$ cat src/video_pkg.sv
// video package with timing constants, register addresses and shared packed structs
`default_nettype none

package video_pkg;

	// --------------------------------------------------
	// beam timing, fixed by the console
	// --------------------------------------------------
	localparam int LINE_CYCLES   = 456;
	localparam int FRAME_LINES   = 154;
	localparam int VISIBLE_LINES = 144;
	localparam int OAM_CYCLES    = 80;
	localparam int DRAW_CYCLES   = 172;
	localparam int SCREEN_WIDTH  = 160;

	// oam dma moves one byte every four cycles
	localparam int DMA_BYTES = 160;
	localparam int DMA_SLOT  = 4;

	// --------------------------------------------------
	// register offsets inside the ff00 page
	// --------------------------------------------------
	localparam logic [7:0] REG_LCDC = 8'h40;
	localparam logic [7:0] REG_STAT = 8'h41;
	localparam logic [7:0] REG_SCY  = 8'h42;
	localparam logic [7:0] REG_SCX  = 8'h43;
	localparam logic [7:0] REG_LY   = 8'h44;
	localparam logic [7:0] REG_LYC  = 8'h45;
	localparam logic [7:0] REG_DMA  = 8'h46;
	localparam logic [7:0] REG_BGP  = 8'h47;

	// cpu side of the register and oam port
	typedef struct packed {
		logic       sel_oam;
		logic       sel_reg;
		logic [7:0] addr;
		logic       wr;
		logic [7:0] di;
	} cpu_bus_t;

	// lcdc bit layout, msb first
	// window and sprite fields are stored for readback only
	typedef struct packed {
		logic on;
		logic win_map_sel;
		logic win_ena;
		logic tile_data_sel;
		logic bg_map_sel;
		logic spr_size;
		logic spr_ena;
		logic bg_ena;
	} lcdc_t;

	// stat interrupt enables, stat bits 6 down to 3
	typedef struct packed {
		logic lyc;
		logic oam;
		logic vblank;
		logic hblank;
	} stat_en_t;

	typedef struct packed {
		lcdc_t      lcdc;
		stat_en_t   stat_en;
		logic [7:0] scy;
		logic [7:0] scx;
		logic [7:0] lyc;
		logic [7:0] bgp;
	} video_regs_t;

	// beam position and the decoded line events
	typedef struct packed {
		logic [8:0] h_cnt;
		logic [7:0] v_cnt;
		logic [1:0] mode;
		logic       draw;
		logic       line_start;
		logic       lyc_match;
	} beam_t;

	// background pixel before the palette
	typedef struct packed {
		logic       valid;
		logic [1:0] idx;
	} bg_pixel_t;

endpackage

`default_nettype wire

$ cat src/video_reg_decode.sv
// video_reg_decode module with cpu register file, write decode and readback mux
`timescale 1ns/10ps
`default_nettype none

module video_reg_decode import video_pkg::*; (
	input  wire logic        clk_reg,
	input  wire logic        reset,
	input  wire cpu_bus_t    cpu,
	input  wire beam_t       beam,
	output video_regs_t      regs,
	output logic             dma_start,
	output logic [7:0]       reg_do
);

	// last value written to the dma register, read back only
	logic [7:0] dma_reg;
	logic       reg_wr;

	assign reg_wr = cpu.sel_reg && cpu.wr;

	// --------------------------------------------------
	// register writes
	// --------------------------------------------------
	always_ff @(posedge clk_reg) begin
		if (reset) begin
			// display comes up off
			regs.lcdc    <= '0;
			regs.stat_en <= '0;
			regs.scy     <= 8'h00;
			regs.scx     <= 8'h00;
			regs.lyc     <= 8'h00;
			// boot palette
			regs.bgp     <= 8'hfc;
		end else if (reg_wr) begin
			case (cpu.addr)
				REG_LCDC: regs.lcdc    <= cpu.di;
				// only the enable bits are writable
				REG_STAT: regs.stat_en <= cpu.di[6:3];
				REG_SCY:  regs.scy     <= cpu.di;
				REG_SCX:  regs.scx     <= cpu.di;
				REG_LYC:  regs.lyc     <= cpu.di;
				REG_BGP:  regs.bgp     <= cpu.di;
				default:  regs.lcdc    <= regs.lcdc;
			endcase
		end
	end

	always_ff @(posedge clk_reg) begin
		if (reg_wr && (cpu.addr == REG_DMA))
			dma_reg <= cpu.di;
	end

	// start strobe in the write cycle itself
	// the dma engine goes busy on the following edge
	assign dma_start = reg_wr && (cpu.addr == REG_DMA);

	// --------------------------------------------------
	// readback
	// --------------------------------------------------
	always_comb begin
		case (cpu.addr)
			REG_LCDC: reg_do = regs.lcdc;
			// bit 7 always reads as one
			REG_STAT: reg_do = {1'b1, regs.stat_en, beam.lyc_match, beam.mode};
			REG_SCY:  reg_do = regs.scy;
			REG_SCX:  reg_do = regs.scx;
			// ly is the line counter itself
			REG_LY:   reg_do = beam.v_cnt;
			REG_LYC:  reg_do = regs.lyc;
			REG_DMA:  reg_do = dma_reg;
			REG_BGP:  reg_do = regs.bgp;
			// open bus
			default:  reg_do = 8'hff;
		endcase
	end

endmodule

`default_nettype wire

$ cat src/video_beam_timing.sv
// video_beam_timing module with line/frame counters, stat mode, scroll latches and irq
`timescale 1ns/10ps
`default_nettype none

module video_beam_timing import video_pkg::*; (
	input  wire logic        clk_reg,
	input  wire logic        reset,
	input  wire video_regs_t regs,
	output beam_t            beam,
	output logic [7:0]       scx_line,
	output logic [7:0]       scy_line,
	output logic             irq
);

	logic [8:0] h_cnt;
	logic [7:0] v_cnt;
	logic       vblank;
	logic       lyc_match;
	logic       ev_lyc;
	logic       ev_oam;
	logic       ev_vblank;
	logic       ev_hblank;

	// --------------------------------------------------
	// counters, held at zero while the lcd is off
	// --------------------------------------------------
	always_ff @(posedge clk_reg) begin
		if (reset || !regs.lcdc.on) begin
			h_cnt <= '0;
			v_cnt <= '0;
		end else if (h_cnt == LINE_CYCLES - 1) begin
			h_cnt <= '0;
			if (v_cnt == FRAME_LINES - 1)
				v_cnt <= '0;
			else
				v_cnt <= v_cnt + 8'd1;
		end else begin
			h_cnt <= h_cnt + 9'd1;
		end
	end

	// scroll is frozen two cycles before drawing starts
	always_ff @(posedge clk_reg) begin
		if (regs.lcdc.on && (h_cnt == OAM_CYCLES - 2)) begin
			scx_line <= regs.scx;
			scy_line <= regs.scy;
		end
	end

	assign vblank    = (v_cnt >= VISIBLE_LINES);
	assign lyc_match = (v_cnt == regs.lyc);

	// --------------------------------------------------
	// mode decode and line events
	// --------------------------------------------------
	always_comb begin
		beam.h_cnt = h_cnt;
		beam.v_cnt = v_cnt;
		// 0 hblank, 1 vblank, 2 oam scan, 3 drawing
		if (!regs.lcdc.on)
			beam.mode = 2'd0;
		else if (vblank)
			beam.mode = 2'd1;
		else if (h_cnt < OAM_CYCLES)
			beam.mode = 2'd2;
		else if (h_cnt < OAM_CYCLES + DRAW_CYCLES)
			beam.mode = 2'd3;
		else
			beam.mode = 2'd0;
		beam.draw       = (beam.mode == 2'd3);
		beam.line_start = regs.lcdc.on && !vblank && (h_cnt == OAM_CYCLES - 2);
		beam.lyc_match  = lyc_match;
	end

	// --------------------------------------------------
	// stat interrupt sources
	// --------------------------------------------------
	// oam and hblank fire on visible lines only
	assign ev_lyc    = regs.stat_en.lyc && (h_cnt == 9'd1) && lyc_match;
	assign ev_oam    = regs.stat_en.oam && (h_cnt == 9'd0) && !vblank;
	assign ev_vblank = regs.stat_en.vblank && (h_cnt == LINE_CYCLES - 1) &&
		(v_cnt == VISIBLE_LINES - 1);
	assign ev_hblank = regs.stat_en.hblank && (h_cnt == OAM_CYCLES + DRAW_CYCLES) && !vblank;

	// single cycle pulse one clock after the event
	always_ff @(posedge clk_reg) begin
		if (reset)
			irq <= 1'b0;
		else
			irq <= regs.lcdc.on && (ev_lyc || ev_oam || ev_vblank || ev_hblank);
	end

endmodule

`default_nettype wire

$ cat src/video_bg_fetch.sv
// video_bg_fetch module with vram fetch sequencer, tile addressing and pixel shifters
`timescale 1ns/10ps
`default_nettype none

module video_bg_fetch import video_pkg::*; (
	input  wire logic        clk_reg,
	input  wire logic        reset,
	input  wire video_regs_t regs,
	input  wire beam_t       beam,
	input  wire logic [7:0]  scx_line,
	input  wire logic [7:0]  scy_line,
	output logic             vram_rd,
	output logic [12:0]      vram_addr,
	input  wire logic [7:0]  vram_data,
	output bg_pixel_t        pixel
);

	// one extra tile covers the fine scroll discard
	localparam int FETCH_TILES = SCREEN_WIDTH / 8 + 1;

	logic [2:0] phase;
	logic       fetch_en;
	logic       load;
	logic [4:0] tile_cnt;
	logic [7:0] bg_line;
	logic [4:0] map_col;
	logic       tile_a12;
	logic [7:0] tile_num;
	logic [7:0] data_lo;
	logic [7:0] data_hi;
	logic [7:0] shift_lo;
	logic [7:0] shift_hi;
	logic [3:0] sh_cnt;
	logic [2:0] skip_cnt;
	logic [7:0] out_cnt;
	logic       take;
	logic       emit;
	logic       pix_valid;
	logic [1:0] pix_idx;

	// drawing starts at h_cnt 80 so slots line up with the low counter bits
	assign phase    = beam.h_cnt[2:0];
	assign fetch_en = beam.draw && (tile_cnt < FETCH_TILES);
	assign load     = fetch_en && (phase == 3'd7);

	// --------------------------------------------------
	// vram addressing
	// --------------------------------------------------
	assign bg_line = beam.v_cnt + scy_line;
	// column wraps inside the 32 tile map row
	assign map_col = scx_line[7:3] + tile_cnt;
	// signed mode puts tiles 0..127 at 1000h and 128..255 at 0800h
	assign tile_a12 = !regs.lcdc.tile_data_sel && !tile_num[7];

	// slot phases 0-1 map, 2-3 low plane, 4-5 high plane, 6-7 idle
	assign vram_rd = fetch_en && (phase[2:1] != 2'b11);

	always_comb begin
		case (phase[2:1])
			2'b00:   vram_addr = {2'b11, regs.lcdc.bg_map_sel, bg_line[7:3], map_col};
			2'b01:   vram_addr = {tile_a12, tile_num, bg_line[2:0], 1'b0};
			default: vram_addr = {tile_a12, tile_num, bg_line[2:0], 1'b1};
		endcase
	end

	// data is valid on the second cycle of each access
	always_ff @(posedge clk_reg) begin
		if (fetch_en && (phase == 3'd1))
			tile_num <= vram_data;
		if (fetch_en && (phase == 3'd3))
			data_lo <= vram_data;
		if (fetch_en && (phase == 3'd5))
			data_hi <= vram_data;
	end

	// --------------------------------------------------
	// pixel shifters with the msb leaving first
	// --------------------------------------------------
	always_ff @(posedge clk_reg) begin
		if (load) begin
			shift_lo <= data_lo;
			shift_hi <= data_hi;
		end else begin
			shift_lo <= {shift_lo[6:0], 1'b0};
			shift_hi <= {shift_hi[6:0], 1'b0};
		end
		pix_idx <= {shift_hi[7], shift_lo[7]};
	end

	// a bit is consumed every cycle while the shifter holds data
	assign take = (sh_cnt != 4'd0);
	assign emit = take && (skip_cnt == 3'd0) && (out_cnt < SCREEN_WIDTH);

	always_ff @(posedge clk_reg) begin
		if (reset || !regs.lcdc.on) begin
			tile_cnt  <= '0;
			sh_cnt    <= '0;
			skip_cnt  <= '0;
			out_cnt   <= '0;
			pix_valid <= 1'b0;
		end else begin
			pix_valid <= emit;
			if (beam.line_start) begin
				tile_cnt <= '0;
				out_cnt  <= '0;
			end else begin
				if (load)
					tile_cnt <= tile_cnt + 5'd1;
				// first tile of a line drops scx mod 8 leading pixels
				if (load && (tile_cnt == 5'd0))
					skip_cnt <= scx_line[2:0];
				else if (take && (skip_cnt != 3'd0))
					skip_cnt <= skip_cnt - 3'd1;
				if (emit)
					out_cnt <= out_cnt + 8'd1;
			end
			// reload replaces the last bit of the previous tile
			if (load)
				sh_cnt <= 4'd8;
			else if (take)
				sh_cnt <= sh_cnt - 4'd1;
		end
	end

	assign pixel = '{valid: pix_valid, idx: pix_idx};

endmodule

`default_nettype wire

$ cat src/video_shade_out.sv
// video_shade_out module with bgp palette lookup and registered lcd output
`timescale 1ns/10ps
`default_nettype none

module video_shade_out import video_pkg::*; (
	input  wire logic        clk_reg,
	input  wire logic        reset,
	input  wire video_regs_t regs,
	input  wire bg_pixel_t   pixel,
	output logic             lcd_clkena,
	output logic [1:0]       lcd_data
);

	logic [1:0] shade;

	// two bits of bgp per colour index
	// background disabled shows white
	always_comb begin
		if (regs.lcdc.bg_ena)
			shade = regs.bgp[{pixel.idx, 1'b0} +: 2];
		else
			shade = 2'd0;
	end

	always_ff @(posedge clk_reg) begin
		if (reset)
			lcd_clkena <= 1'b0;
		else
			lcd_clkena <= pixel.valid;
	end

	always_ff @(posedge clk_reg) begin
		lcd_data <= shade;
	end

endmodule

`default_nettype wire

$ cat src/video_oam_dma.sv
// video_oam_dma module with oam store, cpu and dma write ports and dma sequencer
`timescale 1ns/10ps
`default_nettype none

module video_oam_dma import video_pkg::*; (
	input  wire logic       clk_reg,
	input  wire logic       reset,
	input  wire cpu_bus_t   cpu,
	input  wire logic       dma_start,
	input  wire logic [7:0] dma_page,
	output logic            dma_rd,
	output logic [15:0]     dma_addr,
	input  wire logic [7:0] dma_data,
	output logic [7:0]      oam_do
);

	logic [7:0] oam_mem [DMA_BYTES];
	logic       dma_active;
	logic [9:0] dma_cnt;
	logic [7:0] page_q;

	// --------------------------------------------------
	// dma sequencer, 160 slots of 4 cycles
	// --------------------------------------------------
	always_ff @(posedge clk_reg) begin
		if (reset) begin
			dma_active <= 1'b0;
			dma_cnt    <= '0;
		end else if (dma_start) begin
			// a second write restarts from byte 0
			dma_active <= 1'b1;
			dma_cnt    <= '0;
		end else if (dma_active) begin
			if (dma_cnt == DMA_BYTES * DMA_SLOT - 1)
				dma_active <= 1'b0;
			else
				dma_cnt <= dma_cnt + 10'd1;
		end
	end

	always_ff @(posedge clk_reg) begin
		if (dma_start)
			page_q <= dma_page;
	end

	assign dma_rd   = dma_active;
	assign dma_addr = {page_q, dma_cnt[9:2]};

	// dma owns the store while busy
	// source byte is taken in the third cycle of its slot
	always_ff @(posedge clk_reg) begin
		if (dma_active) begin
			if (dma_cnt[1:0] == 2'd2)
				oam_mem[dma_cnt[9:2]] <= dma_data;
		end else if (cpu.sel_oam && cpu.wr && (cpu.addr < DMA_BYTES)) begin
			oam_mem[cpu.addr] <= cpu.di;
		end
	end

	// above the 160 byte table reads as open bus
	assign oam_do = (cpu.addr < DMA_BYTES) ? oam_mem[cpu.addr] : 8'hff;

endmodule

`default_nettype wire

$ cat src/video_top.sv
// video_top module wiring register decode, beam timing, fetch, shade output and oam dma
`timescale 1ns/10ps
`default_nettype none

module video_top import video_pkg::*; (
	input  wire logic        clk_reg,
	input  wire logic        reset,
	input  wire cpu_bus_t    cpu,
	output logic [7:0]       cpu_do,
	output logic             lcd_on,
	output logic             lcd_clkena,
	output logic [1:0]       lcd_data,
	output logic             irq,
	output logic [1:0]       mode,
	output logic             vram_rd,
	output logic [12:0]      vram_addr,
	input  wire logic [7:0]  vram_data,
	output logic             dma_rd,
	output logic [15:0]      dma_addr,
	input  wire logic [7:0]  dma_data
);

	video_regs_t regs;
	beam_t       beam;
	bg_pixel_t   pixel;
	logic        dma_start;
	logic [7:0]  reg_do;
	logic [7:0]  oam_do;
	logic [7:0]  scx_line;
	logic [7:0]  scy_line;

	// --------------------------------------------------
	// decode
	// --------------------------------------------------
	video_reg_decode u_reg_decode (
		.clk_reg   (clk_reg),
		.reset     (reset),
		.cpu       (cpu),
		.beam      (beam),
		.regs      (regs),
		.dma_start (dma_start),
		.reg_do    (reg_do)
	);

	// --------------------------------------------------
	// beam and background fetch
	// --------------------------------------------------
	video_beam_timing u_beam_timing (
		.clk_reg  (clk_reg),
		.reset    (reset),
		.regs     (regs),
		.beam     (beam),
		.scx_line (scx_line),
		.scy_line (scy_line),
		.irq      (irq)
	);

	video_bg_fetch u_bg_fetch (
		.clk_reg   (clk_reg),
		.reset     (reset),
		.regs      (regs),
		.beam      (beam),
		.scx_line  (scx_line),
		.scy_line  (scy_line),
		.vram_rd   (vram_rd),
		.vram_addr (vram_addr),
		.vram_data (vram_data),
		.pixel     (pixel)
	);

	// palette and lcd register
	video_shade_out u_shade_out (
		.clk_reg    (clk_reg),
		.reset      (reset),
		.regs       (regs),
		.pixel      (pixel),
		.lcd_clkena (lcd_clkena),
		.lcd_data   (lcd_data)
	);

	// dma page is the byte written to the dma register
	video_oam_dma u_oam_dma (
		.clk_reg   (clk_reg),
		.reset     (reset),
		.cpu       (cpu),
		.dma_start (dma_start),
		.dma_page  (cpu.di),
		.dma_rd    (dma_rd),
		.dma_addr  (dma_addr),
		.dma_data  (dma_data),
		.oam_do    (oam_do)
	);

	assign cpu_do = cpu.sel_oam ? oam_do : reg_do;
	assign lcd_on = regs.lcdc.on;
	assign mode   = beam.mode;

endmodule

`default_nettype wire

$ cat config.mk
export PLATFORM = sky130hd
export DESIGN_NAME = video_top
export DESIGN_NICKNAME = d
export VERILOG_FILES = /design/src/video_pkg.sv /design/src/video_reg_decode.sv /design/src/video_beam_timing.sv /design/src/video_bg_fetch.sv /design/src/video_shade_out.sv /design/src/video_oam_dma.sv /design/src/video_top.sv
export SDC_FILE = /design/constraint.sdc
export NUM_CORES = 2
export LEC_CHECK = 0
export ABC_AREA = 1
export ABC_CLOCK_PERIOD_IN_PS = 4800
export BUFFER_PORTS_ARGS = -buffer_cell sky130_fd_sc_hd__clkbuf_2
export CAP_MARGIN = 20
export CORE_ASPECT_RATIO = 0.75
export CORE_MARGIN = 10
export CORE_UTILIZATION = 45
export DETAILED_ROUTE_END_ITERATION = 8
export PLACE_DENSITY_LB_ADDON = 0.05
export REMOVE_ABC_BUFFERS = 1
export SLEW_MARGIN = 25
export SYNTH_ARGS = -nofsm -noshare
export SYNTH_HDL_FRONTEND = slang
export SYNTH_SLANG_ARGS = --single-unit
$ cat constraint.sdc
create_clock -name clk_reg -period 4.8 [get_ports clk_reg]
set_clock_uncertainty 0.2 [all_clocks]
set_input_delay 0.24 -clock clk_reg [delete_from_list [all_inputs] [get_ports clk_reg]]
set_output_delay 0.24 -clock clk_reg [all_outputs]
set_load 0.1 [all_outputs]
# Word level (Yosys, flattened, before mapping)
# Memory sizes are Yosys's and may differ from the RTL's.
# Cells that the tools add are included.
[word_totals] memories=1 ramBits=1280 out_inout_bits=46 register_bits=163 elab_cells=166
[op_classes] bitwise_logic=2 n_addsub=9 reduce_logical=56 eq_ne=24 magnitude_cmp=6 n_mux=27 n_shift=1
[mem_list] memory="u_oam_dma.oam_mem" depth=160 width=8 read_ports=1 rd_clocked_by_memory_dff=0 write_ports=1 line="video_oam_dma.sv:17" rtl="logic [7:0] oam_mem [DMA_BYTES];"
[ops] cell="8-bit by 7-bit equality test with 1-bit output (second input constant)" count=8
[ops] cell="8-bit case mux with 8 select lines" count=1
[ops] cell="8-bit 2-to-1 mux" count=7
[ops] cell="1-bit logical AND" count=27
[ops] cell="13-bit case mux with 2 select lines" count=1
[ops] cell="8-bit by 1-bit adder with 8-bit output (second input constant)" count=2
[ops] cell="8-bit equality test (second input constant)" count=2
[ops] cell="8-bit less-than comparator (second input constant)" count=2
[ops] cell="2-bit AND reduction" count=8
[ops] cell="10-bit by 1-bit adder with 10-bit output (second input constant)" count=1
[ops] cell="10-bit equality test (second input constant)" count=1
[ops] cell="1-bit 2-to-1 mux" count=10
[ops] cell="9-bit by 1-bit adder with 9-bit output (second input constant)" count=1
[ops] cell="9-bit by 1-bit equality test with 1-bit output (second input constant)" count=1
[ops] cell="9-bit by 7-bit equality test with 1-bit output (second input constant)" count=1
[ops] cell="9-bit by 8-bit equality test with 1-bit output (second input constant)" count=1
[ops] cell="9-bit equality test (second input constant)" count=1
[ops] cell="9-bit zero test" count=1
[ops] cell="9-bit by 7-bit less-than comparator with 1-bit output (second input constant)" count=1
[ops] cell="9-bit by 8-bit less-than comparator with 1-bit output (second input constant)" count=1
[ops] cell="8-bit adder" count=1
[ops] cell="8-bit equality test" count=1
[ops] cell="8-bit greater-or-equal comparator (second input constant)" count=1
[ops] cell="2-bit 2-to-1 mux" count=4
[ops] cell="other kinds (25)" count=40

# Logic depth before layout (Yosys ltp)
[logic_depth] ltp_word=11 depth_mapped=18 depth_no_buf=15

# Cells and area by module
# Synthesis repeated with hierarchy kept, for this count alone.
[unflattened] hier_cells=5642 hier_area_um2=61276.3
[by_module_without_submodules] mod="video_oam_dma" seq_area_each_um2=38897.3 area_per_inst_um2=53287.4 cells_each=4630 instances=1
[by_module_without_submodules] mod="video_bg_fetch" seq_area_each_um2=1501.4 area_per_inst_um2=3140.5 cells_each=365 instances=1
[by_module_without_submodules] mod="video_reg_decode" seq_area_each_um2=1121.1 area_per_inst_um2=2842.7 cells_each=383 instances=1
[by_module_without_submodules] mod="video_beam_timing" seq_area_each_um2=840.8 area_per_inst_um2=1731.7 cells_each=208 instances=1
[by_module_without_submodules] mod="video_shade_out" seq_area_each_um2=60.1 area_per_inst_um2=168.9 cells_each=30 instances=1
[by_module_without_submodules] mod="video_top" seq_area_each_um2=0.0 area_per_inst_um2=105.1 cells_each=26 instances=1

# Worst setup path before layout
# No wires, ideal clock.
[synth_timing] path_type="reg2reg" from="reg u_oam_dma.dma_active (netlist: u_oam_dma.dma_rd)" to="mem u_oam_dma.oam_mem[0][0] (data pin)" required_time_ns=4.010 setup_time_ns=0.590 setup_slack_ns=0.551 stages_incl_launch_ff=7 arrival_ns=3.458 cell_sequence="dfxtp_1 -> nand3b_1 -> nor2_2 -> inv_2 -> buf_4 -> nand2_1 -> nand2_1"
[synth_via] elab_chain_len=4
[synth_lines] item="start: declaration" line="video_oam_dma.sv:18" rtl="logic dma_active;"
[synth_lines] item="start signal: assignment" line="video_oam_dma.sv:27" rtl="dma_active <= 1'b0;"
[synth_lines] item="start signal: assignment" line="video_oam_dma.sv:31" rtl="dma_active <= 1'b1;"
[synth_lines] item="start signal: assignment" line="video_oam_dma.sv:35" rtl="dma_active <= 1'b0;"
[synth_lines] item="1-bit 2-to-1 mux" line="video_oam_dma.sv:52" rtl="if (dma_active) begin"
[synth_lines] item="1-bit 2-to-1 mux (not written as such)" line="video_oam_dma.sv:56" rtl="oam_mem[cpu.addr] <= cpu.di;"
[synth_lines] item="8-bit OR reduction (no line)"
[synth_lines] item="8-bit 2-to-1 mux (no line)"
[synth_lines] item="end: declaration" line="video_oam_dma.sv:17"
# No other way between the ends.

# Final worst setup path
[layout_timing] from="in cpu[10] (netlist name)" to="out cpu_do[5]"
[layout_via] elab_chain_len=3 elab_cells_between_ends=13
[layout_lines] item="start: declaration" line="video_top.sv:8" rtl="input wire cpu_bus_t cpu,"
[layout_lines] item="memory 160 x 8 bit, or another cell as far along"
[layout_lines] item="8-bit 2-to-1 mux / 8-bit case mux with 8 select lines (equally long branches)" line="video_oam_dma.sv:61, video_reg_decode.sv:61"
[layout_lines] item="8-bit 2-to-1 mux *" line="video_top.sv:94" rtl="assign cpu_do = cpu.sel_oam ? oam_do : reg_do;"
[layout_lines] item="end: declaration" line="video_top.sv:9" rtl="output logic [7:0] cpu_do,"
# Mark *: on every way between the ends. The rest lies on a longest branch, timed or not.

==> flow_summary.yaml <==
worst_setup_path:
  required_ns: 4.36
  critPathLaunch: "cpu[10]"
  r2r_slack_ns: 1.12
  crit_path_end: "cpu_do[5]"
  start_kind: "primary input"
  crit_type: "in2out"
  endpoint_kind: "primary output"
  worst-path-max-fanout: 121
  r2r_cells: 11
  rr_startpoint: "u_oam_dma.dma_rd"
  arrival_ns: 3.51
  reg2reg_to: "u_oam_dma.oam_mem[129][4]"
timing:
  setup_viol: 0
  rsz0062_at_grt: "false"
  finalCritPeriodShare_pct: 82.25
  hold_violations: 0
  final_max_slew_viol_count: 0
  relSlewSlack_pct: 28.49
  tightest_slew_ns: 1.073
  fin_tns_setup_ns: 0
  period_minus_slack_ns: 3.948
  fmax_mhz: 253.3
  hold_slack_ns: 0.04763
die:
  die_x_um: 438.8
  die_h_um: 334.1
  io_pins: 83
  num_rows: 115
  initial_core_util_pct: 45.20
  core_sq_um: 130900
  dieArea_sq_um: 146600
synth:
  yosys_register_bits: 1443
  ys_warn_count: 0
  syn_avg_cell_area_sq_um: 10.96
  async_reset_ff_share_pct: 0
  syn_inst: 5399
  syn_area_sq_um: 59190
  synth_top_area_share_pct: 67.38
  synth_cell_types: 48
  synth_edf_count: 1328
  synth_ff_type: "edfxtp_1"
  yosys.area.top_type: "edfxtp_1"
  synth_top_cells_by_area: "edfxtp_1 67%, nand2_1 13%, dfxtp_1 3.9%"
  seq_area_frac_synth_pct: 71.27
final_layout:
  syn_to_final_growth_pct: 14.49
  multi_input_area_sq_um: 14830
  final_cells: 7494
  regArea_sq_um: 42180
  fillers: 11676
  final_cell_mix: "1,966 x nand2_1, 1,328 x edfxtp_1, 567 x nor2_1"
  drive_above_1_share_pct: 9.707
  fin_nets: 5690
  final_common_cell: "nand2_1"
clocking:
  clk_latency_ns: 0.78
  cts.hold.buffers_added: 21
  cts-root-buf: "clkbuf_16"
  cts_tree: "built"
  post-cts-setup-buffers: 0
  path_clk_slew_ns: 0.06
  cts_buffers: 145
  cts_sinks: 1443
  clock_path_buffers: 3
  post_cts_resized: 0
  htreeDepth: 4
route:
  dr_total_vias: 40471
  met1_length_mm: 87.10
  drt-initial-drc-count: 4648
  wl_per_cell_um: 24.52
  met2WireLength_mm: 78.46
  routed_wl_mm: 183.8
  drt_pass1_iterations: 6
  met3WireLength_mm: 14.35
  routed.top_layer: "met5"
  antenna_left: 0
  drc: 0
  vias_per_cell: 5.400
power:
  p_leak_nw: 25.18
  vdd_drop_max_mv: 0.4362
  seqPwrFrac_pct: 51.3
  power.switching_mw: 6.192
  finalPower_mw: 26.94
  p_per_area_nw_per_um2: 397.6
  combinationalPowerShare_pct: 6.3
  switching_share_pct: 22.98
  pwr-share-clk_pct: 42.4
  intPower_mw: 20.75
place:
  gp_congestion: 0.9087
  dp.cells: 7209
  hpwl_mm: 116.5
  port_buffers: 82
global_routing:
  antenna_found_initial: 8
  first_global_vias: 37780
  grt_pass1_wl_mm: 267.3
  track_usage_pct: 24.68
  grt_max_degree: 161
  gr-total-overflow: 0
hold_path:
  min_path_cells: 4
  hold_path.class: "in2reg"
flow_run:
  maxCapViolCount: 0
outcome:
  status: "finished clean"
==> flip-flops by register name (all words and copies together), names as in the netlist, 9 cells and up <==
signal,count
u_oam_dma.oam_mem,1280
u_reg_decode.regs,44
u_oam_dma.dma_cnt,10
u_beam_timing.h_cnt,9
==> per-layer routing <==
metal | global-route usage (%) | up-vias
li1 | - | 18715
met1 | 38.31 | 19998
met2 | 35.28 | 1509
met3 | 4.701 | 247
met4 | 6.148 | 2
met5 | 0 | -
==> worst max-delay path, cell delays in order <==
cell,delay [ns]
buf_4,0.27
inv_4,0.20
nor2_4,0.23
buf_12,0.42
a21oi_1,0.17
nand3_1,0.18
nand3_1,0.14
nand2_1,0.25
nand3_1,0.11
nand3_1,0.17
nand3_1,0.22
a21oi_1,0.34
buf_12,0.22
==> area by class of cell <==
| class | count | share of cell area [%] |
|---|---|---|
| diodes | 1 | 0.003693 |
| clock buffers | 190 | 5.947 |
| clock inverters | 73 | 0.9804 |
| inverters | 279 | 1.569 |
| multi-input cells | 3425 | 21.89 |
| flip-flops and latches | 1443 | 62.25 |
| well taps | 1755 | 3.240 |
| repair buffers | 328 | 4.123 |
==> power by group through the flow <==
stage               registers (mW)  logic [mW]  clock network (mW)
floorplan                     14.1       0.791                   0
global placement              14.1        1.68                   0
detailed placement            14.1        1.68                   0
CTS                           13.8        1.70                11.6
global route                  13.8        1.82                12.1
finish                        13.8        1.69                11.4
==> cells in the mapped netlist (11+ instances only) <==
cell and count:
ha_1 29, o21ai_0 89, edfxtp_1 1328, nor2_1 569
buf_2 117, inv_1 267, a22oi_1 33, o211ai_1 11
clkbuf_1 67, nand3_1 259, a21oi_1 210, buf_1 40
nor3_1 12, xor2_1 13, nand4_1 134, nand2_1 1975
dfxtp_1 115, buf_4 27
==> stage by stage <==
step           instance area, sq um  setup slack, ns  util (%)
2_1_floorplan                 57990           -2.150         -
3_3_place_gp                  62860           0.8844     48.00
3_5_place_dp                  62860           0.9491     48.01
4_1_cts                       67760           0.9288     51.75
5_1_grt                       67770           0.7629     51.75
6_report                      67770           0.8519     51.75
==> logic make-up (layout without fill, tap and decap cells) <==
kind of cell / after synthesis / count (layout) / synth area share (%)
AO/OA/AOI/OAI: 377 / 377 / 3.486
buffers and inverters: 531 / 870 / 3.803
other: 0 / 1 / 0
adder cells (fa/ha/maj): 31 / 31 / 0.6807
XOR/XNOR: 22 / 22 / 0.3256
AND/OR/NAND/NOR: 2995 / 2995 / 20.44
flip-flops: 1443 / 1443 / 71.27
==> how the worst min path moves through the flow <==
stage,from,end,slack [ns]
6_report,dma_data[1],u_oam_dma.oam_mem[84][1],0.05
5_1_grt,vram_data[5],u_bg_fetch.tile_num[5],0.04
4_1_cts,vram_data[5],u_bg_fetch.tile_num[5],0.03
3_5_place_dp,u_bg_fetch.shift_hi[7],u_bg_fetch.pix_idx[1],0.12
3_3_place_gp,u_bg_fetch.shift_lo[7],u_bg_fetch.pix_idx[0],0.11
2_1_floorplan,reset,u_oam_dma.dma_rd,0.11
Note: power is estimated with default switching activity, not from simulation.
